## config.mk

```make
export PLATFORM = sky130hd
export DESIGN_NAME = rx_loader
export DESIGN_NICKNAME = d
export VERILOG_FILES = /design/src/common/msa_pkg.sv /design/src/common/chnl_pkg.sv /design/src/rx_loader/rx_loader.sv
export SDC_FILE = /design/constraint.sdc
export NUM_CORES = 1
export LEC_CHECK = 0
export BUFFER_PORTS_ARGS = -buffer_cell sky130_fd_sc_hd__buf_2
export CAP_MARGIN = 20
export CORE_MARGIN = 1.5
export CORE_UTILIZATION = 45
export CTS_CLUSTER_DIAMETER = 200
export DETAILED_ROUTE_END_ITERATION = 12
export PLACE_DENSITY = 0.74
export SLEW_MARGIN = 40
export SYNTH_ARGS = -nofsm -noshare
export SYNTH_HDL_FRONTEND = slang
export SYNTH_SLANG_ARGS = --single-unit
```

## constraint.sdc

```tcl
create_clock -name CLK -period 6 [get_ports CLK]
set_input_delay 1.2 -clock CLK [delete_from_list [all_inputs] [get_ports CLK]]
set_output_delay 1.2 -clock CLK [all_outputs]
set_load 0.02 [all_outputs]
```

## src/common/msa_pkg.sv

```systemverilog
package msa_pkg;

	// ============================================================
	// sizes
	// ============================================================

	// 26 amino acid codes fit in 5 bits
	localparam int ACID_W = 5;
	localparam int SEQ_LEN_W = 9;
	// pair buffer depth, one acid pair per word
	localparam int BUF_ADDR_W = 9;
	localparam int MAX_PAIRS = 1024;
	// score memory address
	localparam int PAIR_IDX_W = 10;
	// pair count, one bit wider so MAX_PAIRS fits
	localparam int PAIR_CNT_W = PAIR_IDX_W + 1;
	localparam int SCORE_W = 16;

	// ============================================================
	// word fields
	// ============================================================

	// header word
	localparam int HDR_PAIRS_MSB = 17;
	localparam int HDR_PAIRS_LSB = 0;
	// length word
	localparam int LEN1_MSB = 30;
	localparam int LEN1_LSB = 22;
	localparam int LEN2_MSB = 20;
	localparam int LEN2_LSB = 12;
	// acid word
	localparam int ACID1_MSB = 10;
	localparam int ACID1_LSB = 6;
	localparam int ACID2_MSB = 4;
	localparam int ACID2_LSB = 0;

	// one buffer word
	typedef struct packed {
		logic [ACID_W-1:0] seq1;
		logic [ACID_W-1:0] seq2;
	} acid_pair_t;

	typedef struct packed {
		logic [SEQ_LEN_W-1:0] seq1_len;
		logic [SEQ_LEN_W-1:0] seq2_len;
	} seq_lengths_t;

	// start pulses once per receive transaction
	typedef struct packed {
		logic start;
		logic [PAIR_CNT_W-1:0] num_pairs;
	} run_info_t;

	typedef struct packed {
		logic we;
		logic [PAIR_IDX_W-1:0] idx;
		logic [SCORE_W-1:0] score;
	} score_wr_t;

	typedef enum logic [1:0] {
		SC_IDLE,
		SC_READ,
		SC_WRITE
	} scorer_state_e;

endpackage

```

## src/common/chnl_pkg.sv

```systemverilog
package chnl_pkg;

	// ============================================================
	// channel widths
	// ============================================================

	// one channel word
	localparam int DATA_W = 32;
	// transaction length in words
	localparam int LEN_W = 32;
	// offset in words, never used by this design
	localparam int OFF_W = 31;

	// ============================================================
	// channel bundles
	// ============================================================

	// receive side, every field driven by the host
	typedef struct packed {
		logic rx;
		logic last;
		logic [LEN_W-1:0] len;
		logic [OFF_W-1:0] off;
		logic [DATA_W-1:0] data;
		logic data_valid;
	} chnl_rx_t;

	// transmit side, every field driven by the design
	typedef struct packed {
		logic tx;
		logic last;
		logic [LEN_W-1:0] len;
		logic [OFF_W-1:0] off;
		logic [DATA_W-1:0] data;
		logic data_valid;
	} chnl_tx_t;

	// receive parser
	typedef enum logic [2:0] {
		LD_IDLE,
		LD_HEADER,
		LD_LENGTH,
		LD_ACIDS,
		LD_DONE
	} loader_state_e;

	// score streamer
	typedef enum logic [1:0] {
		TX_IDLE,
		TX_FETCH,
		TX_SEND
	} sender_state_e;

endpackage
```

## src/rx_loader/rx_loader.sv

```systemverilog
`timescale 1ns/100ps

module rx_loader (
	input  logic CLK,
	input  logic RST,
	input  chnl_pkg::chnl_rx_t chnl_rx_i,
	output logic chnl_rx_ack_o,
	output logic chnl_rx_data_ren_o,
	output msa_pkg::run_info_t run_o,
	output logic [1:0] buf_wr_en_o,
	output logic [msa_pkg::BUF_ADDR_W-1:0] buf_wr_addr_o,
	output msa_pkg::acid_pair_t buf_wr_data_o,
	output logic [1:0] bank_full_o,
	output msa_pkg::seq_lengths_t [1:0] bank_lengths_o,
	input  logic [1:0] bank_release_i
);

	chnl_pkg::loader_state_e state_q;
	chnl_pkg::loader_state_e state_d;
	logic [chnl_pkg::DATA_W-1:0] word;
	logic [msa_pkg::HDR_PAIRS_MSB-msa_pkg::HDR_PAIRS_LSB:0] hdr_field;
	logic [msa_pkg::PAIR_CNT_W-1:0] hdr_pairs;
	logic [msa_pkg::PAIR_CNT_W-1:0] num_pairs_q;
	logic [msa_pkg::PAIR_CNT_W-1:0] pair_cnt_q;
	logic [msa_pkg::SEQ_LEN_W-1:0] acid_cnt_q;
	logic [msa_pkg::SEQ_LEN_W-1:0] max_len;
	msa_pkg::seq_lengths_t len_word;
	msa_pkg::seq_lengths_t len_q;
	msa_pkg::seq_lengths_t len_cur;
	msa_pkg::seq_lengths_t [1:0] lengths_q;
	logic [1:0] full_q;
	logic wbank_q;
	logic start_q;
	logic rx_fire;
	logic acid_fire;
	logic pair_done;
	logic last_pair;

	// ============================================================
	// word decode
	// ============================================================

	assign word = chnl_rx_i.data;
	assign hdr_field = word[msa_pkg::HDR_PAIRS_MSB:msa_pkg::HDR_PAIRS_LSB];
	// host caps the count, upper header bits dropped
	assign hdr_pairs = hdr_field[msa_pkg::PAIR_CNT_W-1:0];
	assign len_word.seq1_len = word[msa_pkg::LEN1_MSB:msa_pkg::LEN1_LSB];
	assign len_word.seq2_len = word[msa_pkg::LEN2_MSB:msa_pkg::LEN2_LSB];
	assign buf_wr_data_o.seq1 = word[msa_pkg::ACID1_MSB:msa_pkg::ACID1_LSB];
	assign buf_wr_data_o.seq2 = word[msa_pkg::ACID2_MSB:msa_pkg::ACID2_LSB];

	// lengths straight off the bus while the length word is on it
	assign len_cur = (state_q == chnl_pkg::LD_LENGTH) ? len_word : len_q;
	assign max_len = (len_cur.seq1_len > len_cur.seq2_len) ? len_cur.seq1_len : len_cur.seq2_len;
	assign last_pair = (pair_cnt_q + 1'b1 == num_pairs_q);

	// back-pressure on acids only, target bank still being scored
	assign chnl_rx_data_ren_o = (state_q == chnl_pkg::LD_HEADER) ||
		(state_q == chnl_pkg::LD_LENGTH) ||
		(state_q == chnl_pkg::LD_ACIDS && !full_q[wbank_q] && max_len != '0);
	assign rx_fire = chnl_rx_i.data_valid && chnl_rx_data_ren_o;
	assign acid_fire = (state_q == chnl_pkg::LD_ACIDS) && rx_fire;

	// empty pair completes on its length word, or later once its bank frees up
	assign pair_done = !full_q[wbank_q] &&
		((state_q == chnl_pkg::LD_LENGTH && rx_fire && max_len == '0) ||
		(state_q == chnl_pkg::LD_ACIDS &&
		(max_len == '0 || (rx_fire && acid_cnt_q == max_len - 1'b1))));

	// ============================================================
	// FSM
	// ============================================================

	always_comb begin
		state_d = state_q;
		case (state_q)
			chnl_pkg::LD_IDLE: begin
				if (chnl_rx_i.rx) begin
					state_d = chnl_pkg::LD_HEADER;
				end
			end
			chnl_pkg::LD_HEADER: begin
				if (rx_fire) begin
					state_d = (hdr_pairs == '0) ? chnl_pkg::LD_DONE : chnl_pkg::LD_LENGTH;
				end
			end
			chnl_pkg::LD_LENGTH: begin
				if (rx_fire) begin
					state_d = chnl_pkg::LD_ACIDS;
				end
			end
			chnl_pkg::LD_DONE: begin
				state_d = chnl_pkg::LD_IDLE;
			end
			default: begin
				state_d = state_q;
			end
		endcase
		// end of a pair overrides the above
		if (pair_done) begin
			state_d = last_pair ? chnl_pkg::LD_DONE : chnl_pkg::LD_LENGTH;
		end
	end

	always_ff @(posedge CLK or posedge RST) begin
		if (RST) begin
			state_q <= chnl_pkg::LD_IDLE;
			start_q <= 1'b0;
			num_pairs_q <= '0;
			pair_cnt_q <= '0;
			acid_cnt_q <= '0;
			wbank_q <= 1'b0;
			full_q <= '0;
		end else begin
			state_q <= state_d;
			start_q <= (state_q == chnl_pkg::LD_HEADER) && rx_fire;
			full_q <= full_q & ~bank_release_i;
			if (state_q == chnl_pkg::LD_HEADER && rx_fire) begin
				num_pairs_q <= hdr_pairs;
				pair_cnt_q <= '0;
			end
			if (state_q == chnl_pkg::LD_LENGTH && rx_fire) begin
				acid_cnt_q <= '0;
			end else if (acid_fire) begin
				acid_cnt_q <= acid_cnt_q + 1'b1;
			end
			// hand the bank to the scorer, move to the other one
			if (pair_done) begin
				full_q[wbank_q] <= 1'b1;
				wbank_q <= ~wbank_q;
				pair_cnt_q <= pair_cnt_q + 1'b1;
			end
		end
	end

	// lengths held until the bank is handed over
	always_ff @(posedge CLK) begin
		if (state_q == chnl_pkg::LD_LENGTH && rx_fire) begin
			len_q <= len_word;
		end
		if (pair_done) begin
			lengths_q[wbank_q] <= len_cur;
		end
	end

	assign chnl_rx_ack_o = (state_q == chnl_pkg::LD_HEADER);
	assign run_o.start = start_q;
	assign run_o.num_pairs = num_pairs_q;
	assign buf_wr_en_o = acid_fire ? (wbank_q ? 2'b10 : 2'b01) : 2'b00;
	assign buf_wr_addr_o = acid_cnt_q;
	assign bank_full_o = full_q;
	assign bank_lengths_o = lengths_q;

endmodule

```

# [Word-level counts from Yosys, hierarchy flattened]
# Index checks and enable logic that the tools add are counted.
# W data, S select, Z words.
[classes] add_sub_neg=3 magnitude_cmp=3 n_eq_ne=9 n_mux=23 bitwise=4 n_reduce_logical=24
[op_table] operator="$bwmux W36" count=1
[op_table] operator="$mux W18" count=2
[op_table] operator="$mux W9" count=3
[op_table] operator="$mux W11" count=2
[op_table] operator="$demux W18 S1" count=1
[op_table] operator="$mux W3" count=6
[op_table] operator="$pmux W3 S4" count=1
[op_table] operator="$add A11 B1 Y11 const B" count=1
[op_table] operator="$eq A11 B11 Y1" count=1
[op_table] operator="$logic_and A1 B1 Y1" count=11
[op_table] operator="$logic_not A11 Y1" count=1
[op_table] operator="$add A9 B1 Y9 const B" count=1
[op_table] operator="$eq A9 B9 Y1" count=1
[op_table] operator="$gt A9 B9 Y1" count=1
[op_table] operator="$logic_not A9 Y1" count=1
[op_table] operator="$reduce_bool A9 Y1" count=1
[op_table] operator="$sub A9 B1 Y9 const B" count=1
[op_table] operator="$eq A3 B2 Y1 const B" count=2
[op_table] operator="$mux W2" count=3
[op_table] operator="$ne A3 B3 Y1 const B" count=2
[op_table] operator="$reduce_bool A5 Y1" count=1
[op_table] operator="$logic_or A1 B1 Y1" count=4
[op_table] operator="$reduce_and A4 Y1" count=1
[op_table] operator="$reduce_bool A2 Y1" count=2
[op_table] operator="13 further kinds" count=15
[totals] regBits=92 inputBits=102 elab_cells=79

# [Longest topological paths before layout]
# Gate-level depths: netlist of run 1.
[logic_depth] depth_word=15 mapped_depth=25 depth_no_buf=19

# [Worst setup path after synthesis of run 1]
# OpenSTA, ideal clock, no wires.
[synth_path] path_kind="reg2reg" from="register state_q[0]" to="register lengths_q, in the netlist bank_lengths_o[0], enable pin" setup_ns=0.375 arrival_ns=5.139 setup_slack_ns=0.485 path_stages_with_launch=21 synth_period_minus_slack_ns=5.515 path_cell_list="dfrtp_1 -> nor3b_4 -> buf_6 -> buf_12 -> buf_2 -> buf_2 -> mux2_2 -> ha_1 -> nand4_1 -> nor3_2 -> nor3_1 -> nor2_1 -> o21ai_0 -> ha_1 -> inv_1 -> a31oi_1 -> o21a_1 -> nor4bb_1 -> nor3_1 -> o41ai_4 -> and2b_1"
[synth_rtl] item="from (decl)" line_no="rx_loader.sv:18" source="chnl_pkg::loader_state_e state_q;"
[synth_rtl] item="from (signal assigned)" line_no="rx_loader.sv:107" source="state_q <= chnl_pkg::LD_IDLE;"
[synth_rtl] item="from (signal assigned)" line_no="rx_loader.sv:115" source="state_q <= state_d;"
[synth_rtl] item="to (signal, indexed assignment)" line_no="rx_loader.sv:142" source="lengths_q[wbank_q] <= len_cur;"
[synth_rtl] item="to (decl)" line_no="rx_loader.sv:30" source="msa_pkg::seq_lengths_t [1:0] lengths_q;"

==> key figures, run 1 <==
Outcome
  • Outcome: complete, no violations

Place
  • Pre-CTS WS: 0.221 ns
  • IO Port Bufs: 107
  • Placed wire-length estimate: 8050 um
  • Dpl cells: 666
  • RePlAce Congestion: ~0.86

Clocking
  • Post-CTS Resized: 0
  • Clk root buf: clkbuf_8
  • CTS Buffer Depth: 2
  • CTS Hold Bufs: 0
  • # Post-CTS Setup Buffers: 0
  • H-Tree Depth: 3
  • CTS Buf Count: 9
  • Clk sinks: 92
  • CTS tree: done
  • Clock transition at the registers of the reported paths: around 0.10 ns
  • Skew-Pair Late Insertion Delay: around 0.38 ns

Yosys
  • EDFF count, synth: 54
  • Post-synthesis async set-or-reset flop share: 0.413
  • Synth Net Count: 548
  • Post-synthesis cell count: between 400 and 500
  • Syn Area/Cell: about 12 um2
  • Post-Synthesis Cell Area: 5040 um2
  • Sequential fraction of the synthesis area: 0.511
  • #FFs+latches synth: 92
  • Synth warnings: 0
  • Synth cell types: about 60
  • Post-synth top flop: edfxtp_1

Global routing
  • Overall Global Routing Usage: 0.193
  • GR Layer Usage met2: 0.295
  • Routing usage on met3: 0.0395
  • Met1 global-route usage: 0.272
  • Busiest grt layer: met2
  • Largest net degree at the start of global routing: 39
  • Initial antenna violation count: 0
  • Vias in the first global route: about 3500
  • First-pass GRT wire length: 17300 um
  • Grt ovf: 0

Worst hold path
  • Hold crit path type: flop to flop
  • Hold Path Cell Cnt: 1
  • Hold Path Sink: bank_full_o[0]
  • Hold Crit Start: bank_full_o[0]

Die
  • Die height: about 110 um
  • Starting Density: 0.463
  • Die area: 11800 um2
  • Die X: 109 um
  • Num rows: 38
  • IO Count: 175
  • CORE AREA: 10900 um2

Routing
  • Initial DRC count: 231
  • Routed via count: approximately 3600
  • Iteration count of the initial detailed-routing pass: 4
  • Total length of routed wires: 10700 um
  • Vias per cell: 5.33
  • ANT nets after route: 0
  • # DRC: 0
  • Routed len/inst: 15.7 um

STA
  • Final Hold Slack: between 0.5 and 0.6 ns
  • Clock period minus worst slack: 5.69 ns
  • Slew margin rel.: 0.603
  • Final TNS setup: 0 ns
  • Setup violators final: 0
  • Period utilization: 0.949
  • Max frequency: 176 MHz
  • Worst Skew: 0.0180 ns
  • Final WS setup: 0.306 ns
  • Final Hold Vio Count: 0
  • Slew @ Worst Pin: 0.596 ns
  • Max-slew violations: 0

Final layout
  • FILL cells: 932
  • Commonest non-fill, non-tap cell in the layout: buf_2
  • Fin cells: 682
  • N_diodes: 0
  • Area grow syn2layout: 16.6%
  • Commonest cells after routing, fill and taps aside: buf_2 (107), edfxtp_1 (54), dfrtp_1 (38)
  • Fin nets: 652
  • Share of cells above drive strength 1: 0.334

Power and ir drop
  • VDD IR max: 189 uV
  • LEAKAGE: 2.62 nW
  • Pwr/cell area: 283 nW/um2

Worst setup path
  • Startpoint types: flop
  • Worst reg2reg path endpoint: bank_lengths_o[32]
  • Worst setup path class: flop to output port
  • CP Max Fanout: 34
  • Worst r2r path cells: 19
  • Reg-to-reg startpoint: state_q[1]
  • Worst Setup SP: state_q[1]
  • CP Data Arrival Time: between 4 and 5 ns
  • Reg2reg setup slack: approximately 0.66 ns
  • Setup crit end kind: output port
  • WP data required: 4.80 ns

Job
  • Max_cap viols: 0
==> per-layer routing <==
| metal | routed length (um) | vias to the layer above |
|---|---|---|
| li1 | - | 1768 |
| met1 | 5030 | 1730 |
| met2 | 4820 | 127 |
| met3 | 708 | 13 |
| met4 | 155 | 0 |
| met5 | 0 | - |
==> worst max path at each step <==
stage,to
floorplan,bank_lengths_o[0]
global placement,bank_lengths_o[30]
detailed placement,bank_lengths_o[30]
CTS,chnl_rx_data_ren_o
global route,buf_wr_en_o[0]
finish,buf_wr_en_o[0]
==> where the power goes <==
| part | total, mW | internal, mW | switching [mW] |
|---|---|---|---|
| sequential | 0.800 | 0.731 | 0.0690 |
| clock | 0.417 | 0.166 | 0.252 |
| combinational | 0.444 | 0.190 | 0.255 |
| total | 1.66 | 1.09 | 0.576 |
==> per-stage QoR <==
| stage | util | area (um2) | power, mW |
|---|---|---|---|
| after global placement | 0.520 | 5660 | 1.23 |
| after detailed placement | 0.520 | 5660 | 1.25 |
| final | 0.539 | 5870 | 1.66 |
| after global routing | 0.539 | 5870 | 1.76 |
| after floorplan | - | 5040 | 1.12 |
| after CTS | 0.539 | 5860 | 1.67 |
==> layout make-up <==
type	instances	area [um2]	area share
clock buffers	9	124	0.0211
clock inverters	7	76.3	0.0130
inverters	22	82.6	0.0141
multi-input cells	296	2210	0.377
flip-flops and latches	92	2570	0.438
well taps	140	175	0.0298
repair buffers	116	628	0.107
==> sequential cells by signal, summed over array words and instances (netlist names), 2 cells and up <==
signal	count
bank_lengths_o	36
buf_wr_addr_o	9
num_pairs_q	11
len_q	18
state_q	3
pair_cnt_q	11
bank_full_o	2
==> logic make-up (layout without fill, tap and decap cells) <==
family	after synthesis	in the layout	synth area share
multiplexers	39	39	0.0914
AO/OA/AOI/OAI	67	67	0.0957
flip-flops	92	92	0.511
XOR/XNOR	39	39	0.0706
adder cells (fa/ha/maj)	13	13	0.0323
AND/OR/NAND/NOR	138	138	0.148
buffers and inverters	45	154	0.0514
==> synth_stat cells (2+ instances only) <==
cell | count | area, um2
and2_1 | 4 | 25.0
mux4_2 | 2 | 45.0
and3_1 | 7 | 43.8
or3_1 | 2 | 12.5
o21a_1 | 2 | 15.0
a21oi_1 | 21 | 105
o21ai_0 | 8 | 40.0
nand2b_1 | 2 | 12.5
dfrtp_1 | 38 | 951
buf_6 | 4 | 45.0
nor4_1 | 6 | 37.5
inv_2 | 2 | 7.51
nor2_2 | 2 | 12.5
nand2_1 | 30 | 113
xor2_1 | 21 | 184
o21ai_1 | 2 | 10.0
xnor2_1 | 17 | 149
nor2b_1 | 8 | 50.1
nor3b_4 | 2 | 37.5
edfxtp_1 | 54 | 1620
ha_1 | 13 | 163
nand3_1 | 9 | 45.0
mux2i_4 | 2 | 45.0
nand4_1 | 11 | 68.8
buf_4 | 11 | 82.6
a21o_1 | 3 | 22.5
inv_1 | 20 | 75.1
nor2_1 | 29 | 109
nor3_1 | 14 | 70.1
clkbuf_1 | 4 | 15.0
mux2_2 | 16 | 180
mux2i_1 | 19 | 190
o21ai_2 | 11 | 96.3
or4_1 | 2 | 15.0
a31oi_1 | 4 | 25.0
buf_2 | 2 | 10.0
a211oi_1 | 5 | 37.5
==> worst max-delay path: stages, from the launching register on <==
cell	delay [ns]
dfrtp_1	0.49
nor3b_4	0.27
buf_12	0.25
mux2i_1	0.39
inv_1	0.17
ha_1	0.35
a21oi_1	0.09
o21ai_2	0.24
o2bb2ai_1	0.23
nor2_1	0.35
o21ai_0	0.19
buf_4	0.18
ha_1	0.22
a31oi_2	0.19
inv_1	0.11
nor2_1	0.17
buf_2	0.20
No activity file was read; power rests on OpenSTA's default activity.
==> run 2: changes to the inputs <==
--- a/config.mk
+++ b/config.mk
@@ -5,6 +5,7 @@
 export SDC_FILE = /design/constraint.sdc
 export NUM_CORES = 1
 export LEC_CHECK = 0
+export ABC_AREA = 1
 export BUFFER_PORTS_ARGS = -buffer_cell sky130_fd_sc_hd__buf_2
 export CAP_MARGIN = 20
 export CORE_MARGIN = 1.5
==> run 2 against run 1 <==
Critical path depth is 8 higher. Area after synthesis rose by 0.52%. Via count rose by 9.3%. Critical path type unchanged.
==> key figures, run 2 <==
Outcome
  • Outcome: complete, no violations

Final layout
  • Commonest non-fill, non-tap cell in the layout: nand2_1
  • FILL cells: 972
  • Fin nets: 759
  • N_diodes: 0
  • Final core occ: 0.539
  • FF+latch area: between 2000 and 3000 um2
  • Share of cells above drive strength 1: 0.296
  • Largest register FFs: 36
  • Area grow syn2layout: 15.9%
  • Commonest cells after routing, fill and taps aside: nand2_1 (140), buf_2 (107), inv_1 (67)
  • Area of the multi-input gates: 2070 um2

Routing
  • Total length of routed wires: 11000 um
  • Routed len/inst: 13.9 um
  • Vias per cell: 5.04
  • ANT nets after route: 0
  • # DRC: 0
  • Routed via count: 3975
  • Iteration count of the initial detailed-routing pass: 4
  • Initial DRC count: 164

Worst setup path
  • Worst path bufs/invs: 4
  • Startpoint types: flop
  • Cell repeated most along the worst path: nand2_1
  • Sequence of cells on the critical path: nor2_4 -> nand2_8 -> inv_2 -> nand2_1 -> nand2_1 -> ha_1 -> nand2_1 -> a21oi_1 -> nor2_1 -> nand3_1 -> buf_4 -> nand3_1 -> nand2_1 -> ha_1 -> o211ai_1 -> nor2_4 -> nand2_4 -> nand2_2 -> nand2_4 -> nand2_4 -> nor2_4 -> inv_1 -> nor2_1 -> buf_2
  • CP Data Arrival Time: 4.30 ns
  • Worst Setup SP: state_q[2]
  • CP Max Fanout: 31
  • Worst setup path class: flop to output port
  • Worst path max stage delay: about 0.45 ns
  • Reg-to-reg startpoint: state_q[2]
  • CP max stage cell: dfrtp_1
  • Crit-path leading delay family: simple AND/OR/NAND/NOR gates
  • WP data required: ~4.8 ns
  • Setup crit end kind: output port

Yosys
  • Top-area cell type share of the netlist area: 0.320
  • Post-Synthesis Cell Area: 5060 um2
  • Post-synthesis cell count: about 540
  • #FFs+latches synth: 92
  • Post-synthesis async set-or-reset flop share: 0.413
  • EDFF count, synth: 54
  • Most frequent cell after synthesis: nand2_1
  • Most frequent cells after synthesis: nand2_1 (140), inv_1 (67), edfxtp_1 (54), dfrtp_1 (38), nand3_1 (36)
  • Leading area contributor after synthesis: edfxtp_1
  • Synth cell types: 44
  • Sequential fraction of the synthesis area: 0.508
  • Top cells by area, synth: edfxtp_1 (32%), dfrtp_1 (19%), nand2_1 (10%)
  • Synth warnings: 0
  • Syn Area/Cell: 9.39 um2
  • Post-synth top flop: edfxtp_1
  • Synth Net Count: 654

STA
  • Period utilization: 0.916
  • RSZ-0062 raised after global routing: false
  • Clock period minus worst slack: 5.50 ns
  • Final TNS setup: 0 ns
  • Setup violators final: 0
  • Final WS setup: 0.504 ns
  • Max-slew violations: 0
  • Max frequency: about 180 MHz
  • Final Hold Vio Count: 0
  • Slew @ Worst Pin: around 0.57 ns
  • Slew margin rel.: 0.618
  • Worst Skew: 0.0155 ns

Power and ir drop
  • Sw power: 1.19 mW
  • Pwr/cell area: 442 nW/um2
  • Clk network pwr share: 0.166
  • Internal power: approximately 1.4 mW
  • LEAKAGE: ~2.8 nW
  • Logic pwr share: 0.509
  • Power Total: 2.59 mW
  • Switching fraction of total power: 0.458
  • Sequential power share: 0.326
  • VDD IR max: 233 uV

Clocking
  • CTS tree: done
  • CTS Buf Count: 9
  • Clk sinks: 92
  • Clock transition at the registers of the reported paths: approximately 0.1 ns
  • CTS Buffer Depth: 2
  • Skew-Pair Late Insertion Delay: 0.37 ns
  • Clk root buf: clkbuf_8
  • CTS Hold Bufs: 0
  • H-Tree Depth: 3

Global routing
  • Largest net degree at the start of global routing: 39
  • Routing usage on met3: 0.0389
  • GR Layer Usage met2: 0.338
  • Overall Global Routing Usage: 0.196
  • Grt ovf: 0
  • Initial antenna violation count: 0
  • First-pass GRT wire length: 17800 um
  • Vias in the first global route: 3739
  • Busiest grt layer: met2
  • Met1 global-route usage: 0.245

Die
  • Die area: 11900 um2
  • Num rows: 38
  • Die height: 109 um
  • CORE AREA: 10900 um2
  • Die X: 109 um
  • IO Count: 175
  • Starting Density: 0.465

Place
  • Placed wire-length estimate: 8270 um
  • Pre-CTS WS: 0.555 ns
  • RePlAce Congestion: 0.850
  • IO Port Bufs: 107

Job
  • Max_cap viols: 0

Worst hold path
  • Hold crit path type: flop to flop
  • Hold Crit Start: num_pairs_q[5]
-- run 2: cell count changes after synthesis, sizes merged, moves of 9 or more --
cell / change
o21ai: +12
inv: +49
a21oi: -9
mux2: -16
xnor2: -15
nand3: +37
mux2i: -21
nor3: -11
nand2: +126
-- run 2: final cells by class --
type                       count  share of cell area
clock inverter                 7              0.0126
multi-input combinational    356               0.353
timing repair buffer         114               0.100
inverter                      71              0.0454
clock buffer                   9              0.0211
tap                          140              0.0298
sequential                    92               0.438
-- run 2: path summary, 6_finish.rpt --
path | end | slack [ns] | cells past startpoint
max in group asynchronous | pair_cnt_q[5] | 4.72 | 3
min in group asynchronous | buf_wr_addr_o[5] | 0.92 | 3
worst min register to register | num_pairs_q[5] | 0.54 | 2
worst max register to register | bank_lengths_o[8] | 1.34 | 27
worst min-delay path | num_pairs_q[5] | 0.54 | 2
worst max-delay path | buf_wr_en_o[1] | 0.50 | 24
-- run 2: cell families after synthesis --
group,share of synthesized area
adders and majority gates,0.0321
buffers and inverters,0.0858
AOI/OAI and AO/OA,0.0833
DFF,0.508
xor gates and xnor gates,0.0294
and+or+nand+nor,0.261
-- run 2: metrics by stage --
| step | std cells | cell area [um2] | hold WS, ns |
|---|---|---|---|
| 2_1_floorplan | 539 | 5060 | 0.488 |
| 3_3_place_gp | 773 | 5660 | 0.503 |
| 3_5_place_dp | 773 | 5660 | 0.514 |
| 4_1_cts | 789 | 5860 | 0.539 |
| 5_1_grt | 789 | 5870 | 0.573 |
| 6_report | 789 | 5870 | 0.541 |
-- run 2: routing by layer --
metal  routed length [um]  part of all wire  vias up
met5                    0                 0        -
met4                  102            0.0093        0
met3                  653             0.059        7
met2                 5570              0.51      124
met1                 4670              0.42     1869
li1                     -                 -     1975
-- run 2: worst register-to-register path: cells and delay by family (launching register included) --
family                   cells  cell delay [ns]
adder cells (fa/ha/maj)      2             0.55
flip-flops                   1             0.45
AO/OA/AOI/OAI                1             0.06
AND/OR/NAND/NOR             21             2.66
buffers and inverters        3             0.62
-- run 2: timing repair --
item | in CTS | in global routing
buffers inserted | 0 | 0
gates resized for setup | 0 | 1
endpoints found under the setup margin | 0 | 1
-- run 2: power groups by stage --
stage	clock (mW)	combinational [mW]	sequential (mW)
floorplan	0	0.979	0.906
CTS	0.441	1.32	0.845
global placement	0	1.28	0.855
global route	0.469	1.48	0.857
finish	0.429	1.32	0.845
detailed placement	0	1.31	0.859
==> run 3: changes to the inputs <==
==> constraint.sdc (replaced) <==
create_clock -name CLK -period 6 [get_ports CLK]
set_input_delay 0.9 -clock CLK [delete_from_list [all_inputs] [get_ports CLK]]
set_output_delay 0.9 -clock CLK [all_outputs]
set_load 0.02 [all_outputs]
==> run 3 against run 2 <==
Cell count decreased by 0.25%. Critical path depth up 1. Clock power increased by 4.9%. Via count hardly changed. Total power about the same. Register-to-register slack worse by 0.35 ns. Critical path type unchanged.
==> key figures, run 3 (synthesized netlist as in run 2, its figures left out) <==
Routing
  • Routed wl met3: 572 um
  • Iteration count of the initial detailed-routing pass: 4
  • Max Used Layer: met4
  • Total length of routed wires: 10800 um
  • Initial DRC count: 166
  • Met1 WL: ~4600 um
  • ANT nets after route: 0
  • Vias per cell: 5.05
  • Routed via count: 3978
  • # DRC: 0
  • Met2 wire len: 5470 um
  • Routed len/inst: between 10 and 15 um

Final layout
  • Commonest non-fill, non-tap cell in the layout: nand2_1
  • Largest register FFs: 36
  • Fin cells: 787
  • Commonest cells after routing, fill and taps aside: nand2_1 (140), buf_2 (107), inv_1 (67)
  • Finished Cell Area: 5860 um2
  • Area of the multi-input gates: 2060 um2
  • Fin nets: 757
  • Area grow syn2layout: 15.8%
  • N_diodes: 0
  • Share of cells above drive strength 1: 0.295
  • FILL cells: 986
  • Final core occ: 0.538
  • FF+latch area: between 2000 and 3000 um2

STA
  • Clock period minus worst slack: 5.46 ns
  • Final Hold Vio Count: 0
  • Final TNS setup: 0 ns
  • Max-slew violations: 0
  • RSZ-0062 raised after global routing: false
  • Worst Skew: about 0.016 ns
  • Slew @ Worst Pin: 0.503 ns
  • Period utilization: 0.910
  • Max frequency: 183 MHz
  • Setup violators final: 0
  • Slew margin rel.: 0.663

Clocking
  • CTS Buffer Depth: 2
  • Post-CTS Resized: 0
  • CTS tree: done
  • Skew-Pair Late Insertion Delay: 0.37 ns
  • H-Tree Depth: 3
  • Clock transition at the registers of the reported paths: 0.10 ns
  • Clk sinks: 92
  • # Post-CTS Setup Buffers: 0
  • Clk root buf: clkbuf_8
  • CTS Buf Count: 9
  • CTS Hold Bufs: 0

Die
  • Die height: about 110 um
  • Die X: 109 um
  • Starting Density: 0.465
  • IO Count: between 150 and 200
  • Num rows: 38
  • Die area: 11900 um2
  • CORE AREA: 10900 um2

Global routing
  • First-pass GRT wire length: 18000 um
  • Vias in the first global route: 3791
  • Initial antenna violation count: 1
  • Grt ovf: 0
  • Overall Global Routing Usage: 0.196
  • Largest net degree at the start of global routing: 39

Worst setup path
  • Setup crit end kind: output port
  • Crit-path leading delay family: simple AND/OR/NAND/NOR gates
  • CP Max Fanout: 31
  • Startpoint types: flop
  • Worst path max stage delay: 0.41 ns
  • CP Data Arrival Time: roughly 4.6 ns
  • Cell repeated most along the worst path: nand2_1
  • CP max stage cell: dfrtp_1
  • Worst path bufs/invs: 4
  • WP data required: 5.10 ns
  • Worst setup path class: flop to output port

Power and ir drop
  • Internal power: 1.40 mW
  • LEAKAGE: 2.78 nW
  • Pwr/cell area: 442 nW/um2
  • Logic pwr share: 0.501
  • Clk network pwr share: 0.174
  • Switching fraction of total power: 0.460
  • Sequential power share: 0.326
  • Sw power: 1.19 mW
  • Power Total: 2.59 mW
  • VDD IR max: 223 uV

Outcome
  • Outcome: complete, no violations

Place
  • IO Port Bufs: about 110
  • Placed wire-length estimate: 8190 um
  • RePlAce Congestion: 0.840
  • Dpl cells: just under 800
  • DP Area: 5650 um2

Job
  • Max_cap viols: 0

Worst hold path
  • Hold crit path type: flop to flop
## run 3: per-layer routing
layer | vias to the layer above | GRT usage
met1 | 1865 | 0.237
met3 | 13 | 0.0454
met2 | 120 | 0.345
met5 | - | 0
met4 | 0 | 0.0639
li1 | 1980 | -
## run 3: stage by stage
stage	setup WS, ns	hold WS [ns]
6_report	0.542	0.539
5_1_grt	0.117	0.581
4_1_cts	0.555	0.540
3_5_place_dp	0.999	0.517
3_3_place_gp	1.06	0.505
2_1_floorplan	1.42	0.488
## run 3: area by class of cell
cell class,instances,share of cell area
clock buffer,9,0.0211
clock inverter,7,0.0152
timing repair buffer,112,0.0978
tap,140,0.0299
sequential,92,0.439
inverter,71,0.0455
multi-input combinational,356,0.352
## run 3: worst paths after layout
path	cells after the start	slack (ns)	start	to
worst max-delay path	25	0.54	state_q[1]	buf_wr_en_o[1]
worst min-delay path	2	0.54	num_pairs_q[1]	num_pairs_q[1]
worst max register to register	30	0.99	state_q[1]	bank_lengths_o[2]
worst min register to register	2	0.54	num_pairs_q[1]	num_pairs_q[1]
max in group asynchronous	3	5.04	RST	pair_cnt_q[9]
min in group asynchronous	3	0.63	RST	pair_cnt_q[3]
## run 3: worst min-delay path: stages (launching register included)
cell and delay, ns:
dfrtp_1 0.40, nand2_1 0.06, nand2_1 0.05
## run 3: power groups by stage
stage	clock network [mW]	logic [mW]	registers, mW
final	0.450	1.30	0.845
after global placement	0	1.26	0.855
after global routing	0.484	1.46	0.858
after detailed placement	0	1.29	0.859
after floorplan	0	0.979	0.906
after CTS	0.458	1.30	0.845
